[config.mk]
export PLATFORM = sky130hd
export DESIGN_NAME = argmaxSelect
export DESIGN_NICKNAME = d
export VERILOG_FILES = /design/src/common/layerPkg.sv /design/src/hdl/argmaxSelect.sv
export VERILOG_INCLUDE_DIRS = /design/src /design/src/common
export SDC_FILE = /design/constraint.sdc
export NUM_CORES = 1
export LEC_CHECK = 0
export BUFFER_PORTS_ARGS = -buffer_cell sky130_fd_sc_hd__buf_2
export CORE_MARGIN = 2
export CORE_UTILIZATION = 46
export DETAILED_ROUTE_END_ITERATION = 6
export HOLD_SLACK_MARGIN = 0.15
export PLACE_DENSITY = 0.8
export REMOVE_ABC_BUFFERS = 1
export SLEW_MARGIN = 20
export SYNTH_ARGS = -nofsm -noshare
export SYNTH_HDL_FRONTEND = slang
export SYNTH_SLANG_ARGS = --single-unit
[constraint.sdc]
create_clock -name clk -period 5.6 [get_ports clk]
set_input_delay 0.28 -clock clk [delete_from_list [all_inputs] [get_ports clk]]
set_output_delay 0.28 -clock clk [all_outputs]
set_load 0.03 [all_outputs]
[src/common/layer_consts.svh]
`ifndef LAYER_CONSTS_SVH
`define LAYER_CONSTS_SVH

// Layer shape
`define INPUT_COUNT 15
`define NODE_COUNT 4

// Data widths
`define ACT_WIDTH 8 // Activations and weights share this width
`define BIAS_WIDTH 16
`define ACC_WIDTH 23 // Room for fifteen full scale products plus the bias

// Weight write addressing
`define TAP_WIDTH 4 // Slots below INPUT_COUNT are weights, the last slot is the bias
`define NODE_SEL_WIDTH 2

`endif

[src/common/layerPkg.sv]
`include "layer_consts.svh"

package layerPkg;

	// One input or output activation in fixed point
	typedef logic signed [`ACT_WIDTH-1:0] activation;

	// One multiplier coefficient of a neuron
	typedef logic signed [`ACT_WIDTH-1:0] weight;

	// Bias added before the activation function, also the width of a write word
	typedef logic signed [`BIAS_WIDTH-1:0] biasValue;

	// Running sum of products and bias
	typedef logic signed [`ACC_WIDTH-1:0] accumulator;

	// Weight slot inside one neuron
	typedef logic [`TAP_WIDTH-1:0] tapIndex;

	// Neuron number inside the layer
	typedef logic [`NODE_SEL_WIDTH-1:0] nodeIndex;

	// All inputs of the layer side by side, element 0 in the low bits
	typedef activation [`INPUT_COUNT-1:0] featureVector;

	// One activation per neuron, element 0 in the low bits
	typedef activation [`NODE_COUNT-1:0] layerOutput;

endpackage

[src/hdl/argmaxSelect.sv]
`include "layer_consts.svh"

module argmaxSelect
(
	input logic clk,
	input logic reset,
	input layerPkg::layerOutput nodeOut,
	input logic layerValid,
	output layerPkg::nodeIndex classIndex,
	output layerPkg::activation classScore,
	output logic resultValid
);

	layerPkg::nodeIndex bestIndex;
	layerPkg::activation bestScore;
	layerPkg::activation candidate;

	// Linear scan from node 0 upward
	always_comb
	begin
		bestIndex = '0;
		bestScore = nodeOut[0];
		candidate = '0;
		for (int n = 1; n < `NODE_COUNT; n++)
		begin
			candidate = nodeOut[n];
			if (candidate > bestScore) // Strict compare keeps the lower index on a tie
			begin
				bestIndex = layerPkg::nodeIndex'(n);
				bestScore = candidate;
			end
		end
	end

	// Winner is captured every cycle, the valid bit says which cycles count
	always_ff @(posedge clk)
	begin
		if (reset)
		begin
			classIndex <= '0;
			classScore <= '0;
			resultValid <= 1'b0;
		end
		else
		begin
			classIndex <= bestIndex;
			classScore <= bestScore;
			resultValid <= layerValid;
		end
	end

endmodule

# ---- Yosys cells after proc, flatten, opt, wreduce, memory -nomap -nowiden
# Index checks and enable logic that the tools add are counted.
dict set report totals {
  regBits 11
  latchBits 0
  mem_bits_rw 0
  rom_bits 0
  in_bits 35
  output_inout_bits 11
  n_memories 0
}
dict set report classes {
  add_sub_neg 0
  mul 0
  n_div 0
  magnitude_cmp 3
  eq_ne 0
  shift 0
  mux 6
  n_bitwise 0
  n_reduce_logical 0
}
# cell count
set ops {}
lappend ops {{8-bit > comparator} 3}
lappend ops {{8-bit 2-to-1 mux} 3}
lappend ops {{2-bit 2-to-1 mux} 2}
lappend ops {{1-bit 2-to-1 mux} 1}

# ---- Logic depth before layout (Yosys ltp)
dict set report logic_depth {
  depth_word 6
  depth_mapped 28
  depth_no_buf 26
}

# ---- Worst setup path after synthesis
# No wires, ideal clock.
dict set report synth_timing {
  path_kind {input-to-reg}
  start {input port nodeOut[1] (netlist bit)}
  end {register classScore[1]}
  setup_ns 0.120
  arrival_time_ns 5.570
  t_required_ns 5.480
  setup_slack_ns -0.090
  stages 27
  path_cell_list {inv_1 -> ha_1 -> nor2b_1 -> o211a_1 -> o21a_2 -> nor2_2 -> mux2i_1 -> ha_1 -> and4_1 -> nand2_1 -> a2111oi_2 -> nor3_1 -> o311a_4 -> or2_1 -> buf_2 -> nand2_1 -> o21ai_1 -> ha_1 -> nor2b_1 -> o21a_1 -> o21a_1 -> o21a_1 -> o21ai_0 -> nand2b_1 -> a41oi_1 -> nor3b_1 -> a211o_1}
}
dict set report synth_via {
  elab_chain_len 6
}
# element line_no
set synth_lines {}
lappend synth_lines {{from (decl)} argmaxSelect.sv:7} ;# input layerPkg::layerOutput nodeOut,
lappend synth_lines {{8-bit > comparator} argmaxSelect.sv:27} ;# if (candidate > bestScore)
lappend synth_lines {{8-bit 2-to-1 mux (*)} argmaxSelect.sv:27}
lappend synth_lines {{8-bit > comparator} argmaxSelect.sv:27}
lappend synth_lines {{8-bit 2-to-1 mux (*)} argmaxSelect.sv:27}
lappend synth_lines {{8-bit > comparator} argmaxSelect.sv:27}
lappend synth_lines {{8-bit 2-to-1 mux (*)} argmaxSelect.sv:27}
lappend synth_lines {{to (signal assigned)} argmaxSelect.sv:47} ;# classScore <= bestScore;
lappend synth_lines {{to (decl)} argmaxSelect.sv:10} ;# output layerPkg::activation classScore,
# Every way passes the cells marked *; elsewhere a longest branch is shown, timed or not.
# A chain may end at the register's enable or synchronous reset.

# ---- Final worst setup path
# Same ends and word-level chain as after synthesis.

==> impl_metrics.ini <==
[run_status]
status = finished clean

[route]
vias_per_cell = 5.484
number_of_antenna_violating_nets_in_the_routed_design = 0
detail_route.iter0.violations = 23
detailroute.wirelength.met2_um = 1488
first_pass_iters = 4
met3RoutedLength_um = 173
sum_of_routed_wire_segments_on_met1_um = 1427
top_layer_used = met3
vias = 1382
drt-wirelength-per-cell_um = 12.26
remaining_drc_errors = 0
totalWireLength_um = 3089

[worst_setup_path]
critical_path.max_fanout = 10
critPathLaunchType = input port
crit_required_ns = 5.74
critPathSlowestCell = sky130_fd_sc_hd__o41ai_4
worst-endpoint-arrival_ns = 5.48
cp-startpoint = nodeOut[1]
worst_path_largest_cell_delay_ns = 0.35
crit_path_end_kind = flop
critical-path-top-delay-family = compound AO/OA/AOI/OAI gates
critPathKind = input port to flop
worstPathBufferInverterCount = 4

[timing]
slew_headroom_pct = 73.16
max_freq_mhz = 187.3
setup-violations-final = 0
worstMarginPinSlew_ns = 0.4002
hold_violations = 0
final_slew_viol_count = 0
fin_crit_ns = 5.338
fin_crit_sh_pct = 95.32

[logic_synthesis]
post_synth_instance_area_sq_um = 1346
synth_top_cells_by_area = sky130_fd_sc_hd__ha_1, sky130_fd_sc_hd__dfxtp_1, sky130_fd_sc_hd__o211ai_1
synth-seq-area-share_pct = 16.36
postSynthCellCount = 164
yosys_most_used_dff = sky130_fd_sc_hd__dfxtp_1
ys_warn_count = 0
number_of_enable_type_register_cells_in_the_synthesized_netlist = 0
netlist.top_cell.by_area = sky130_fd_sc_hd__ha_1
async_reset_ff_share_pct = 0
synth_seq_cells = 11
post-synth-top-area-fraction_pct = 20.45
synth_cell_type_count = 45
avgSynthCellArea_sq_um = 8.209

[cells_and_area]
syn_to_final_growth_pct = 28.35
layout-drive-gt1-share_pct = 35.75
finalInstanceArea_sq_um = 1728
multi_input_area_sq_um = 1067
number_of_fillers_in_the_final_layout = 271
area_taken_by_flip_flops_and_latches_sq_um = 220.2
final_net_count = 279
antenna_diode_instance_count = 0

[clocking]
clock_sink_count = 11
cts_hold_buffers = 0
cts-root-buf = sky130_fd_sc_hd__clkbuf_4
htree_num_levels = 1
ctsLongestPathBuffers = 2
cts_tree = done
cts-buffers-inserted = 3
worst_setup_hold_path_clk_slew_ns = 0.06

[placement]
port_buffer_count = 45
place_hpwl_um = 2655
global_placer_s_final_weighted_congestion = 0.8005
detailed_place.area_sq_um = 1662

[floorplanning]
floorplan.rows = 19
start_util_pct = 48.82
ios = 46
floorplan.die_area_sq_um = 3376
fp.coreArea_sq_um = 2758
die_x_um = 58.10
die_h_um = 58.10

[global_route]
grt_start_max_net_pins = 14
via_count_of_the_first_global_routing_pass = 1186
initial_antenna_violation_count = 0
grt_first_pass_wirelength_um = 4968
grt.overflow.total = 0
groute.usage.overall_pct = 18.17

[hold_path]
hold_path.startpoint = layerValid
holdCritPathClass = input port to flop

[flow_run]
cap_viol_max_count = 0

[pwr]
maximum_ir_drop_on_the_vdd_rail_uv = 223.6
leakage_nw = 0.8594
cellPowerDensity_nw_per_um2 = 244.9
report.power.total_mw = 0.4231
[Yosys cell counts (2+ instances only)]
cell	n
sky130_fd_sc_hd__o21ai_1	8
sky130_fd_sc_hd__a21o_1	2
sky130_fd_sc_hd__nand2b_1	5
sky130_fd_sc_hd__mux2i_1	5
sky130_fd_sc_hd__dfxtp_1	11
sky130_fd_sc_hd__and4_1	2
sky130_fd_sc_hd__o21ai_0	10
sky130_fd_sc_hd__nand2_1	15
sky130_fd_sc_hd__a21oi_1	13
sky130_fd_sc_hd__nor2b_1	3
sky130_fd_sc_hd__ha_1	22
sky130_fd_sc_hd__nor2_1	4
sky130_fd_sc_hd__nand3_1	3
sky130_fd_sc_hd__nor3_1	2
sky130_fd_sc_hd__o21a_1	4
sky130_fd_sc_hd__a211oi_1	2
sky130_fd_sc_hd__clkbuf_1	2
sky130_fd_sc_hd__inv_1	15
sky130_fd_sc_hd__nand4_1	2
sky130_fd_sc_hd__o211ai_1	9
[metrics by stage]
stage          util [%]  instances  worst slack [ns]   TNS [ns]  hold WS (ns)
6_report          62.66        252            0.2618          0        0.2342
5_1_grt           62.66        252          -0.04713   -0.04713        0.2606
4_1_cts           61.21        250            0.1983          0        0.2317
3_5_place_dp      60.25        246          -0.06595   -0.06595        0.4967
3_3_place_gp      60.25        246         -0.006111  -0.006111        0.4972
2_1_floorplan         -        160           -0.1932     -1.030        0.3491
[final cells by class]
type                            instances  area share, %
Multi-Input combinational cell        133          61.77
Timing Repair Buffer                   57          18.25
Sequential cell                        11          12.74
Inverter                               16          3.476
Tap cell                               31          2.245
Clock buffer                            4          1.521
[cell families (layout without fill, tap and decap cells)]
kind of cell	after synthesis	count (layout)	share of synthesized area [%]
simple gates	43	43	17.75
fa+ha+maj	22	22	20.45
mux	5	5	3.718
compound gates	63	63	35.50
flops	11	11	16.36
buf+inv	20	77	6.226
[final timing paths]
check | endpoint | slack (ns) | depth (start not counted)
worst max-delay path | classScore[1] | 0.26 | 29
worst min-delay path | resultValid | 0.23 | 2
[per-layer routing]
layer	GRT usage, %	vias up
met5	0	-
met4	3.987	0
met3	1.116	0
met2	31.49	41
met1	24.70	612
li1	-	729
[power breakdown]
| part | leakage (nW) | switching (mW) | internal (mW) |
|---|---|---|---|
| logic | 0.753 | 0.161 | 0.115 |
| clock network | 0.0150 | 0.0216 | 0.0274 |
| registers | 0.0917 | 0.00298 | 0.0958 |
| total | 0.859 | 0.185 | 0.238 |
[state kept, by name, summed over array words and instances, names as in the netlist]
| register | cells |
|---|---|
| resultValid | 1 |
| classIndex | 2 |
| classScore | 8 |
[cells in the final DEF, fill, tap and decap left out, types with 3 or more instances in the layout]
cell type / count
sky130_fd_sc_hd__inv_1: 15
sky130_fd_sc_hd__o21ai_1: 8
sky130_fd_sc_hd__buf_2: 45
sky130_fd_sc_hd__nor2_1: 4
sky130_fd_sc_hd__mux2i_2: 4
sky130_fd_sc_hd__o21ai_0: 10
sky130_fd_sc_hd__buf_4: 12
sky130_fd_sc_hd__nor2b_1: 3
sky130_fd_sc_hd__clkbuf_4: 3
sky130_fd_sc_hd__nand2_1: 14
sky130_fd_sc_hd__dfxtp_1: 11
sky130_fd_sc_hd__o211ai_1: 9
sky130_fd_sc_hd__nand3_1: 3
sky130_fd_sc_hd__nand2b_1: 5
sky130_fd_sc_hd__ha_1: 22
sky130_fd_sc_hd__o21a_1: 4
sky130_fd_sc_hd__a21oi_1: 13
[timing repair]
action                                  CTS  global route
endpoints found under the setup margin    0             8
hold endpoints to repair                  0             0
gates resized for setup                   0             7
setup buffers                             0             2
No activity file was read; power rests on OpenSTA's default activity.
