[config.mk]
export PLATFORM = sky130hd
export DESIGN_NAME = inputStage
export DESIGN_NICKNAME = d
export VERILOG_FILES = /design/src/common/layerPkg.sv /design/src/hdl/inputStage.sv
export VERILOG_INCLUDE_DIRS = /design/src /design/src/common
export SDC_FILE = /design/constraint.sdc
export NUM_CORES = 1
export LEC_CHECK = 0
export ABC_AREA = 1
export BUFFER_PORTS_ARGS = -buffer_cell sky130_fd_sc_hd__buf_2
export CAP_MARGIN = 10
export CORE_MARGIN = 10
export CORE_UTILIZATION = 40
export DETAILED_ROUTE_END_ITERATION = 8
export PLACE_DENSITY_LB_ADDON = 0.05
export SLEW_MARGIN = 40
export SYNTH_ARGS = -nofsm -noshare
export SYNTH_HDL_FRONTEND = slang
export SYNTH_SLANG_ARGS = --single-unit
[constraint.sdc]
create_clock -name clk -period 0.8 [get_ports clk]
set_input_delay 0.08 -clock clk [delete_from_list [all_inputs] [get_ports clk]]
set_output_delay 0.08 -clock clk [all_outputs]
set_load 0.05 [all_outputs]
[src/common/layer_consts.svh]
`ifndef LAYER_CONSTS_SVH
`define LAYER_CONSTS_SVH

// Layer shape
`define INPUT_COUNT 15
`define NODE_COUNT 4

// Data widths
`define ACT_WIDTH 8 // Activations and weights share this width
`define BIAS_WIDTH 16
`define ACC_WIDTH 23 // Room for fifteen full scale products plus the bias

// Weight write addressing
`define TAP_WIDTH 4 // Slots below INPUT_COUNT are weights, the last slot is the bias
`define NODE_SEL_WIDTH 2

`endif

[src/common/layerPkg.sv]
`include "layer_consts.svh"

package layerPkg;

	// One input or output activation in fixed point
	typedef logic signed [`ACT_WIDTH-1:0] activation;

	// One multiplier coefficient of a neuron
	typedef logic signed [`ACT_WIDTH-1:0] weight;

	// Bias added before the activation function, also the width of a write word
	typedef logic signed [`BIAS_WIDTH-1:0] biasValue;

	// Running sum of products and bias
	typedef logic signed [`ACC_WIDTH-1:0] accumulator;

	// Weight slot inside one neuron
	typedef logic [`TAP_WIDTH-1:0] tapIndex;

	// Neuron number inside the layer
	typedef logic [`NODE_SEL_WIDTH-1:0] nodeIndex;

	// All inputs of the layer side by side, element 0 in the low bits
	typedef activation [`INPUT_COUNT-1:0] featureVector;

	// One activation per neuron, element 0 in the low bits
	typedef activation [`NODE_COUNT-1:0] layerOutput;

endpackage

[src/hdl/inputStage.sv]
`include "layer_consts.svh"

module inputStage
(
	input logic clk,
	input logic reset,
	input layerPkg::featureVector features,
	input logic sampleValid,
	input logic weightWrite,
	input layerPkg::nodeIndex weightNode,
	input layerPkg::tapIndex weightTap,
	input layerPkg::biasValue weightData,
	output layerPkg::featureVector featuresReg,
	output logic validReg,
	output logic [`NODE_COUNT-1:0] nodeWrite,
	output layerPkg::tapIndex tapReg,
	output layerPkg::biasValue dataReg
);

	logic [`NODE_COUNT-1:0] writeDecode;

	// One-hot enable from the node address
	always_comb
	begin
		writeDecode = '0;
		for (int n = 0; n < `NODE_COUNT; n++)
		begin
			if (weightWrite && (weightNode == layerPkg::nodeIndex'(n)))
			begin
				writeDecode[n] = 1'b1;
			end
		end
	end

	// Sample path
	always_ff @(posedge clk)
	begin
		if (reset)
		begin
			featuresReg <= '0; // Keeps the neuron sums at zero until the first sample
			validReg <= 1'b0;
		end
		else
		begin
			featuresReg <= features;
			validReg <= sampleValid;
		end
	end

	// Write enables
	always_ff @(posedge clk)
	begin
		if (reset)
		begin
			nodeWrite <= '0;
		end
		else
		begin
			nodeWrite <= writeDecode;
		end
	end

	// Write address and data only move with a write
	always_ff @(posedge clk)
	begin
		if (weightWrite)
		begin
			tapReg <= weightTap;
			dataReg <= weightData; // Neurons take the low byte for a weight slot
		end
	end

endmodule

==> Word-level counts from Yosys, hierarchy flattened <==
Index checks and enable logic that the tools add are counted.
{ "op_classes": {"n_reduce_logical": 5, "mux": 4, "n_eq_ne": 3} }
{ "ops": {"columns": ["cell", "count"], "rows": [
  ["$eq 2x2->1 const B", 2],
  ["$logic_and 1x1->1", 4],
  ["$mux 1", 4],
  ["$eq 2x1->1 const B", 1],
  ["$logic_not 2->1", 1]
]} }
{ "word_totals": {"regBits": 145, "word_cells": 31, "inputBits": 146} }

==> Longest topological paths before layout <==
Gate-level depths: netlist (run 1).
{ "logic_depth": {"ltp_word": 3, "ltp_mapped": 5, "ltp_nobuf": 3} }

==> Worst setup path after synthesis (run 1) <==
No wires, ideal clock.
{ "synth_path": {"path_kind": "register to output", "startpoint": "register dataReg[0]", "endpoint": "output dataReg[0]", "path_slack_ns": 0.119, "arrival_time_ns": 0.601, "stages_incl_launch_ff": 1, "n_path_buf": 0, "t_required_ns": 0.720, "path_cell_list": "edfxtp_1"} }
{ "synth_lines": {"columns": ["element", "line_no", "source"], "rows": [
  ["start, declared", "inputStage.sv:17", "output layerPkg::biasValue dataReg"],
  ["start signal, assigned", "inputStage.sv:69", "dataReg <= weightData;"]
]} }
No word-level cell between the ends.

==> Worst setup path in the final report (run 1) <==
{ "layout_path": {"startpoint": "register dataReg[7]", "endpoint": "output dataReg[7]"} }
No word-level cell between the ends.

==> results of run 1 <==
==> power breakdown <==
part / switching, µW / internal, µW / leakage (µW)
sequential: 283 / 7880 / 0.00127
clock: 2960 / 5440 / 0.000295
combinational: 2300 / 1880 / 0.00318
==> what timing repair did <==
action                     in CTS  in global routing
hold endpoints to repair      165                  0
setup endpoints to repair     145                148
hold buffers                  145                  0
resized for setup             540                  1
==> flip-flops by register name, indices dropped and copies added, names as in the netlist <==
name and cells:
dataReg 16, featuresReg 120, validReg 1, nodeWrite 4, tapReg 4
==> kinds of logic (layout without fill, tap and decap cells) <==
group | count (synthesis) | after routing
buf+inv | 138 | 598
flops | 145 | 145
other cells | 0 | 2
simple gates | 130 | 130
==> cell usage after synthesis <==
cell type	count
buf_2	5
buf_6	9
inv_1	124
nor2_1	125
edfxtp_1	20
dfxtp_1	125
nand2_2	1
nand2_1	4
==> worst paths after layout <==
check	endpoint	slack [ns]	cells after the start
setup / recovery	dataReg[7]	-0.40	1
hold / removal	tapReg[0]	0.28	2
==> routing by layer <==
layer,part of all wire,global-route usage,vias up
li1,-,-,2040
met1,0.31,0.234,2042
met2,0.53,0.492,255
met3,0.10,0.120,59
met5,0,0,-
met4,0.053,0.158,0
==> stage by stage <==
stage,cell area [µm²],util,hold WS [ns]
final,9390,0.914,0.281
after global routing,9390,0.914,0.275
after CTS,9380,0.913,0.247
after detailed placement,5770,0.562,0.259
after global placement,5770,0.562,0.258
after floorplan,4190,-,0.179
==> cell type report <==
type | count | area, µm²
Sequential cell | 145 | 3260
Clock inverter | 11 | 185
Timing Repair Buffer | 442 | 4380
Clock buffer | 21 | 439
Tap cell | 136 | 170
Multi-Input combinational cell | 130 | 490
Inverter | 124 | 465
Antenna cell | 2 | 5.00
Fill cell | 374 | 887
==> flow_metrics.env, run 1 <==
export IMPL_max_vdd_ir_drop_mv=1.34
export IMPL_root_buffer="clkbuf_8"
export IMPL_core_um2=10300
export IMPL_cp_required_ns=0.72
export IMPL_routed_wl_um=20100
export IMPL_row_count=37
export IMPL_worst_path_max_fanout=1
export IMPL_powerDensity_nw_per_um2=2210
export IMPL_worst_slack_ns=-0.397
export IMPL_rsz0062_at_grt="yes"
export IMPL_cts_made_buffers=17
export IMPL_path_cells="buf_6"
export IMPL_synth_top_family_by_area="buffers and inverters"
export IMPL_netlist_area_leader_share=0.598
export IMPL_grt_overflow=0
export IMPL_yosysWarningCount=0
export IMPL_synth_simple_area_share=0.117
export IMPL_hold_path_class="in2reg"
export IMPL_first_pass_iters=4
export IMPL_tns_ns=-41.76
export IMPL_report_power_total_uw=20700
export IMPL_clkSlewWorstSetupHoldPaths_ns=0.06
export IMPL_muxShareOfSynthArea=0
export IMPL_route_detailed_drc=0
export IMPL_synth_fa_ha_area_frac=0
export IMPL_vias=4396
export IMPL_gp_congestion=0.774
export IMPL_clockBufferDepth=2
export IMPL_syn_area_per_cell_um2=10.1
export IMPL_ioPinCount=291
export IMPL_ys_seq_elements=145
export IMPL_worstMarginPinSlew_ns=0.293
export IMPL_synth_top_area_cell="dfxtp_1"
export IMPL_slowest_delay_ns=0.42
export IMPL_critical_path_top_delay_family="flip-flops"
export IMPL_synth_compound_area_frac=0
export IMPL_max_freq_ghz=0.835
export IMPL_dpl_hpwl_um=10500
export IMPL_antenna_found_initial=2
export IMPL_slew_headroom=0.805
export IMPL_place_inst=832
export IMPL_layout_commonest_cell="dlygate4sd3_1"
export IMPL_nets=1006
export IMPL_leakage_uw=0.00474
export IMPL_fin_crit_sh=1.50
export IMPL_grt_pass1_vias=5144
export IMPL_syn_nets=559
export IMPL_synth_cells=413
export IMPL_grtUsageTotal=0.267
export IMPL_synth_area_um2=4190
export IMPL_outcome="finished, violations left"
export IMPL_setup_violations=145
export IMPL_cts_tree="yes"
export IMPL_start_kind="flip-flop"
export IMPL_wire_per_inst_um=19.9
export IMPL_htree_levels=4
export IMPL_critPathLaunch="dataReg[7]"
export IMPL_first_iter_violations=221
export IMPL_holdCritStartpoint="weightTap[0]"
export IMPL_path_buf_inv=1
export IMPL_dp_slack_ns=0.0811
export IMPL_drv_cap=0
export IMPL_worstSetupPathType="reg2out"
export IMPL_violations="negative setup slack"
export IMPL_synthXorXnorAreaFrac=0
export IMPL_grt_pass1_wl_um=29800
export IMPL_final_cell_mix="145 x dlygate4sd3_1, 144 x buf_2, 125 x nor2_1, 125 x dfxtp_2, 125 x buf_8"
export IMPL_post_cts_buffers=0
export IMPL_syn2layout_area_growth_pct=124
export IMPL_yosysSeqAreaShare=0.741
export IMPL_hold_viol_final=0
export IMPL_crit_path_end_kind="output port"
export IMPL_die_area_um2=15000
export IMPL_ant_nets=0
export IMPL_synthTopCellsByArea="dfxtp_1 60%, edfxtp_1 14%, nor2_1 11%"
export IMPL_final_cells=1011
export IMPL_grt_max_degree=37
export IMPL_period_minus_slack_ns=1.20
export IMPL_maxSlewViolCount=0
export IMPL_cp_slowest_cell="edfxtp_1"
export IMPL_die_y_um=122
export IMPL_arrival_ns=1.12
export IMPL_portBuffers=290
export IMPL_start_util=0.407
export IMPL_clkSinkCount=145
export IMPL_avgViaCountPerCell=4.35
export IMPL_yosysUniqueCellTypes=8
export IMPL_drive_above_1_share=0.514
export IMPL_dieWidth_um=122
No activity file was read; power rests on OpenSTA's default activity.
==> inputs of run 2 (changes only) <==
--- a/config.mk
+++ b/config.mk
@@ -6,7 +6,6 @@
 export SDC_FILE = /design/constraint.sdc
 export NUM_CORES = 1
 export LEC_CHECK = 0
-export ABC_AREA = 1
 export BUFFER_PORTS_ARGS = -buffer_cell sky130_fd_sc_hd__buf_2
 export CAP_MARGIN = 10
 export CORE_MARGIN = 10
==> flow_metrics.env, run 2 <==
export IMPL_outcome="finished, violations left"
export IMPL_violations="negative setup slack"
export IMPL_cp_slowest_cell="edfxtp_1"
export IMPL_fin_crit_sh=1.53
export IMPL_slowest_delay_ns=0.44
export IMPL_synth_cells=283
export IMPL_netlist_area_leader_share=0.631
export IMPL_hold_viol_final=0
export IMPL_clkSlewWorstSetupHoldPaths_ns=0.07
export IMPL_critical_path_top_delay_family="flip-flops"
export IMPL_grt_pass1_wl_um=32100
export IMPL_ys_seq_elements=145
export IMPL_layout_commonest_cell="dlygate4sd3_1"
export IMPL_critical_path_depth=1
export IMPL_avgViaCountPerCell=4.89
export IMPL_power_net_switching_uw=5930
export IMPL_antenna_found_initial=3
export IMPL_period_minus_slack_ns=1.22
export IMPL_syn_area_per_cell_um2=14.0
export IMPL_max_vdd_ir_drop_mv=2.20
export IMPL_grt_pass1_vias=4842
export IMPL_vias=4306
export IMPL_portBuffers=290
export IMPL_post_cts_buffers=0
export IMPL_synthTopCellsByArea="dfxtp_1 63%, nor2b_1 19%, edfxtp_1 15%"
export IMPL_yosysUniqueCellTypes=8
export IMPL_first_iter_violations=359
export IMPL_clkSinkCount=145
export IMPL_path_cells="buf_6"
export IMPL_rsz0062_at_grt="yes"
export IMPL_core_um2=9730
export IMPL_largest_reg_flops=120
export IMPL_powerDensity_nw_per_um2=2300
export IMPL_leakage_uw=0.00416
export IMPL_grtUsageTotal=0.301
export IMPL_drv_cap=0
export IMPL_synthTopCellsByCount="125 x dfxtp_1, 121 x nor2b_1, 20 x edfxtp_1"
export IMPL_synth_top_area_cell="dfxtp_1"
export IMPL_worst_path_max_fanout=1
export IMPL_die_area_um2=14300
export IMPL_grt_overflow=0
export IMPL_route_detailed_drc=0
export IMPL_syn_nets=429
export IMPL_crit_path_end="dataReg[14]"
export IMPL_grt_max_degree=62
export IMPL_synth_edf_count=20
export IMPL_setup_violations=146
export IMPL_dp_slack_ns=0.0277
export IMPL_worst_slack_ns=-0.425
export IMPL_seqPwrFrac=0.383
export IMPL_maxSlewViolCount=0
export IMPL_syn2layout_area_growth_pct=135
export IMPL_ys_flop_type="dfxtp_1"
export IMPL_path_buf_inv=1
export IMPL_cts_tree="yes"
export IMPL_synth_area_um2=3970
export IMPL_dieWidth_um=120
export IMPL_start_kind="flip-flop"
export IMPL_nets=877
export IMPL_max_freq_ghz=0.817
export IMPL_worstMarginPinSlew_ns=0.317
export IMPL_htree_levels=4
export IMPL_final_cell_mix="145 x dlygate4sd3_1, 143 x buf_2, 125 x dfxtp_2, 125 x buf_8, 120 x nor2b_1"
export IMPL_start_util=0.408
export IMPL_p_sw_frac=0.277
export IMPL_reg_largest_list="featuresReg (120), dataReg (16)"
export IMPL_worstSetupPathType="reg2out"
export IMPL_slew_headroom=0.786
export IMPL_regMostFlops="featuresReg"
export IMPL_routed_wl_um=25100
export IMPL_postSynth_asyncResetShare=0
export IMPL_first_pass_iters=4
export IMPL_yosysWarningCount=0
export IMPL_combPwrFrac=0.201
export IMPL_wire_per_inst_um=28.5
export IMPL_root_buffer="clkbuf_8"
export IMPL_drive_above_1_share=0.613
export IMPL_synth_most_common_cell="dfxtp_1"
export IMPL_hold_path_class="in2reg"
export IMPL_cts_made_buffers=17
export IMPL_crit_path_end_kind="output port"
export IMPL_arrival_ns=1.14
export IMPL_report_power_total_uw=21400
export IMPL_ant_nets=0
export IMPL_critPathLaunch="dataReg[14]"
export IMPL_dpl_hpwl_um=10100
export IMPL_p_int_uw=15500
export IMPL_cp_required_ns=0.72
export IMPL_clockBufferDepth=2
export IMPL_gp_congestion=0.835
export IMPL_row_count=36
export IMPL_die_y_um=120
export IMPL_clockPowerShare=0.417
export IMPL_yosysSeqAreaShare=0.782
export IMPL_ioPinCount=291
-- run 2: cell count changes in the layout (fill, tap and decap cells not counted), sizes merged, moves of 2 or more --
cell,previous run,this run
diode,2,4
nor2b,0,121
clkinv,4,2
nand2,5,0
clkbuf,21,25
nor2,125,0
inv,124,1
nor4bb,0,2
buf,297,295
-- run 2: worst min-delay path by stage --
stage,startpoint,endpoint,cells past startpoint
after floorplan,weightNode[1],nodeWrite[1],1
after global placement,weightData[1],dataReg[1],1
after detailed placement,weightTap[1],tapReg[1],1
after CTS,reset,featuresReg[12],3
after global routing,reset,featuresReg[40],3
final,reset,featuresReg[40],3
-- run 2: power groups by stage --
stage / sequential, µW / clock (µW) / combinational, µW
after floorplan: 9530 / 0 / 291
after global placement: 8040 / 0 / 2650
after detailed placement: 8050 / 0 / 2670
after CTS: 8130 / 8640 / 3990
after global routing: 8210 / 9220 / 4380
final: 8200 / 8930 / 4300
-- run 2: through the flow --
stage          TNS (ns)  area (µm²)  hold slack, ns  cells   util
2_1_floorplan         0        3970           0.156    283      -
3_3_place_gp          0        5630           0.257    699  0.578
3_5_place_dp          0        5630           0.259    699  0.578
4_1_cts          -43.21        9280          0.0247    877  0.953
5_1_grt          -46.68        9320          0.0603    880  0.958
6_report         -43.72        9320          0.0708    881  0.958
-- run 2: kinds of logic (layout without fill, tap and decap cells) --
family / count (synthesis) / in the layout / share of synthesized area
DFF: 145 / 145 / 0.782
and+or+nand+nor: 125 / 125 / 0.201
other: 0 / 4 / 0
buffers and inverters: 13 / 474 / 0.0170
-- run 2: per-layer routing --
layer | wire [µm] | vias up | GRT usage
met5 | 0 | - | 0
met4 | 1430 | 0 | 0.190
li1 | - | 1784 | -
met3 | 2170 | 81 | 0.115
met1 | 8310 | 2091 | 0.287
met2 | 13200 | 350 | 0.535
-- run 2: repair_timing --
item,4_1_cts,5_1_grt
gates resized for setup,540,7
pin swaps,0,0
hold buffers,146,0
endpoints found under the hold margin,147,0
endpoints found under the setup margin,145,155
-- run 2: layout make-up --
class                      instances  area (µm²)
timing repair buffer             442        4400
tap                              133         166
clock buffer                      24         512
sequential                       145        3260
multi-input combinational        125         826
antenna                            4        10.0
fill                             228         408
clock inverter                     8         144
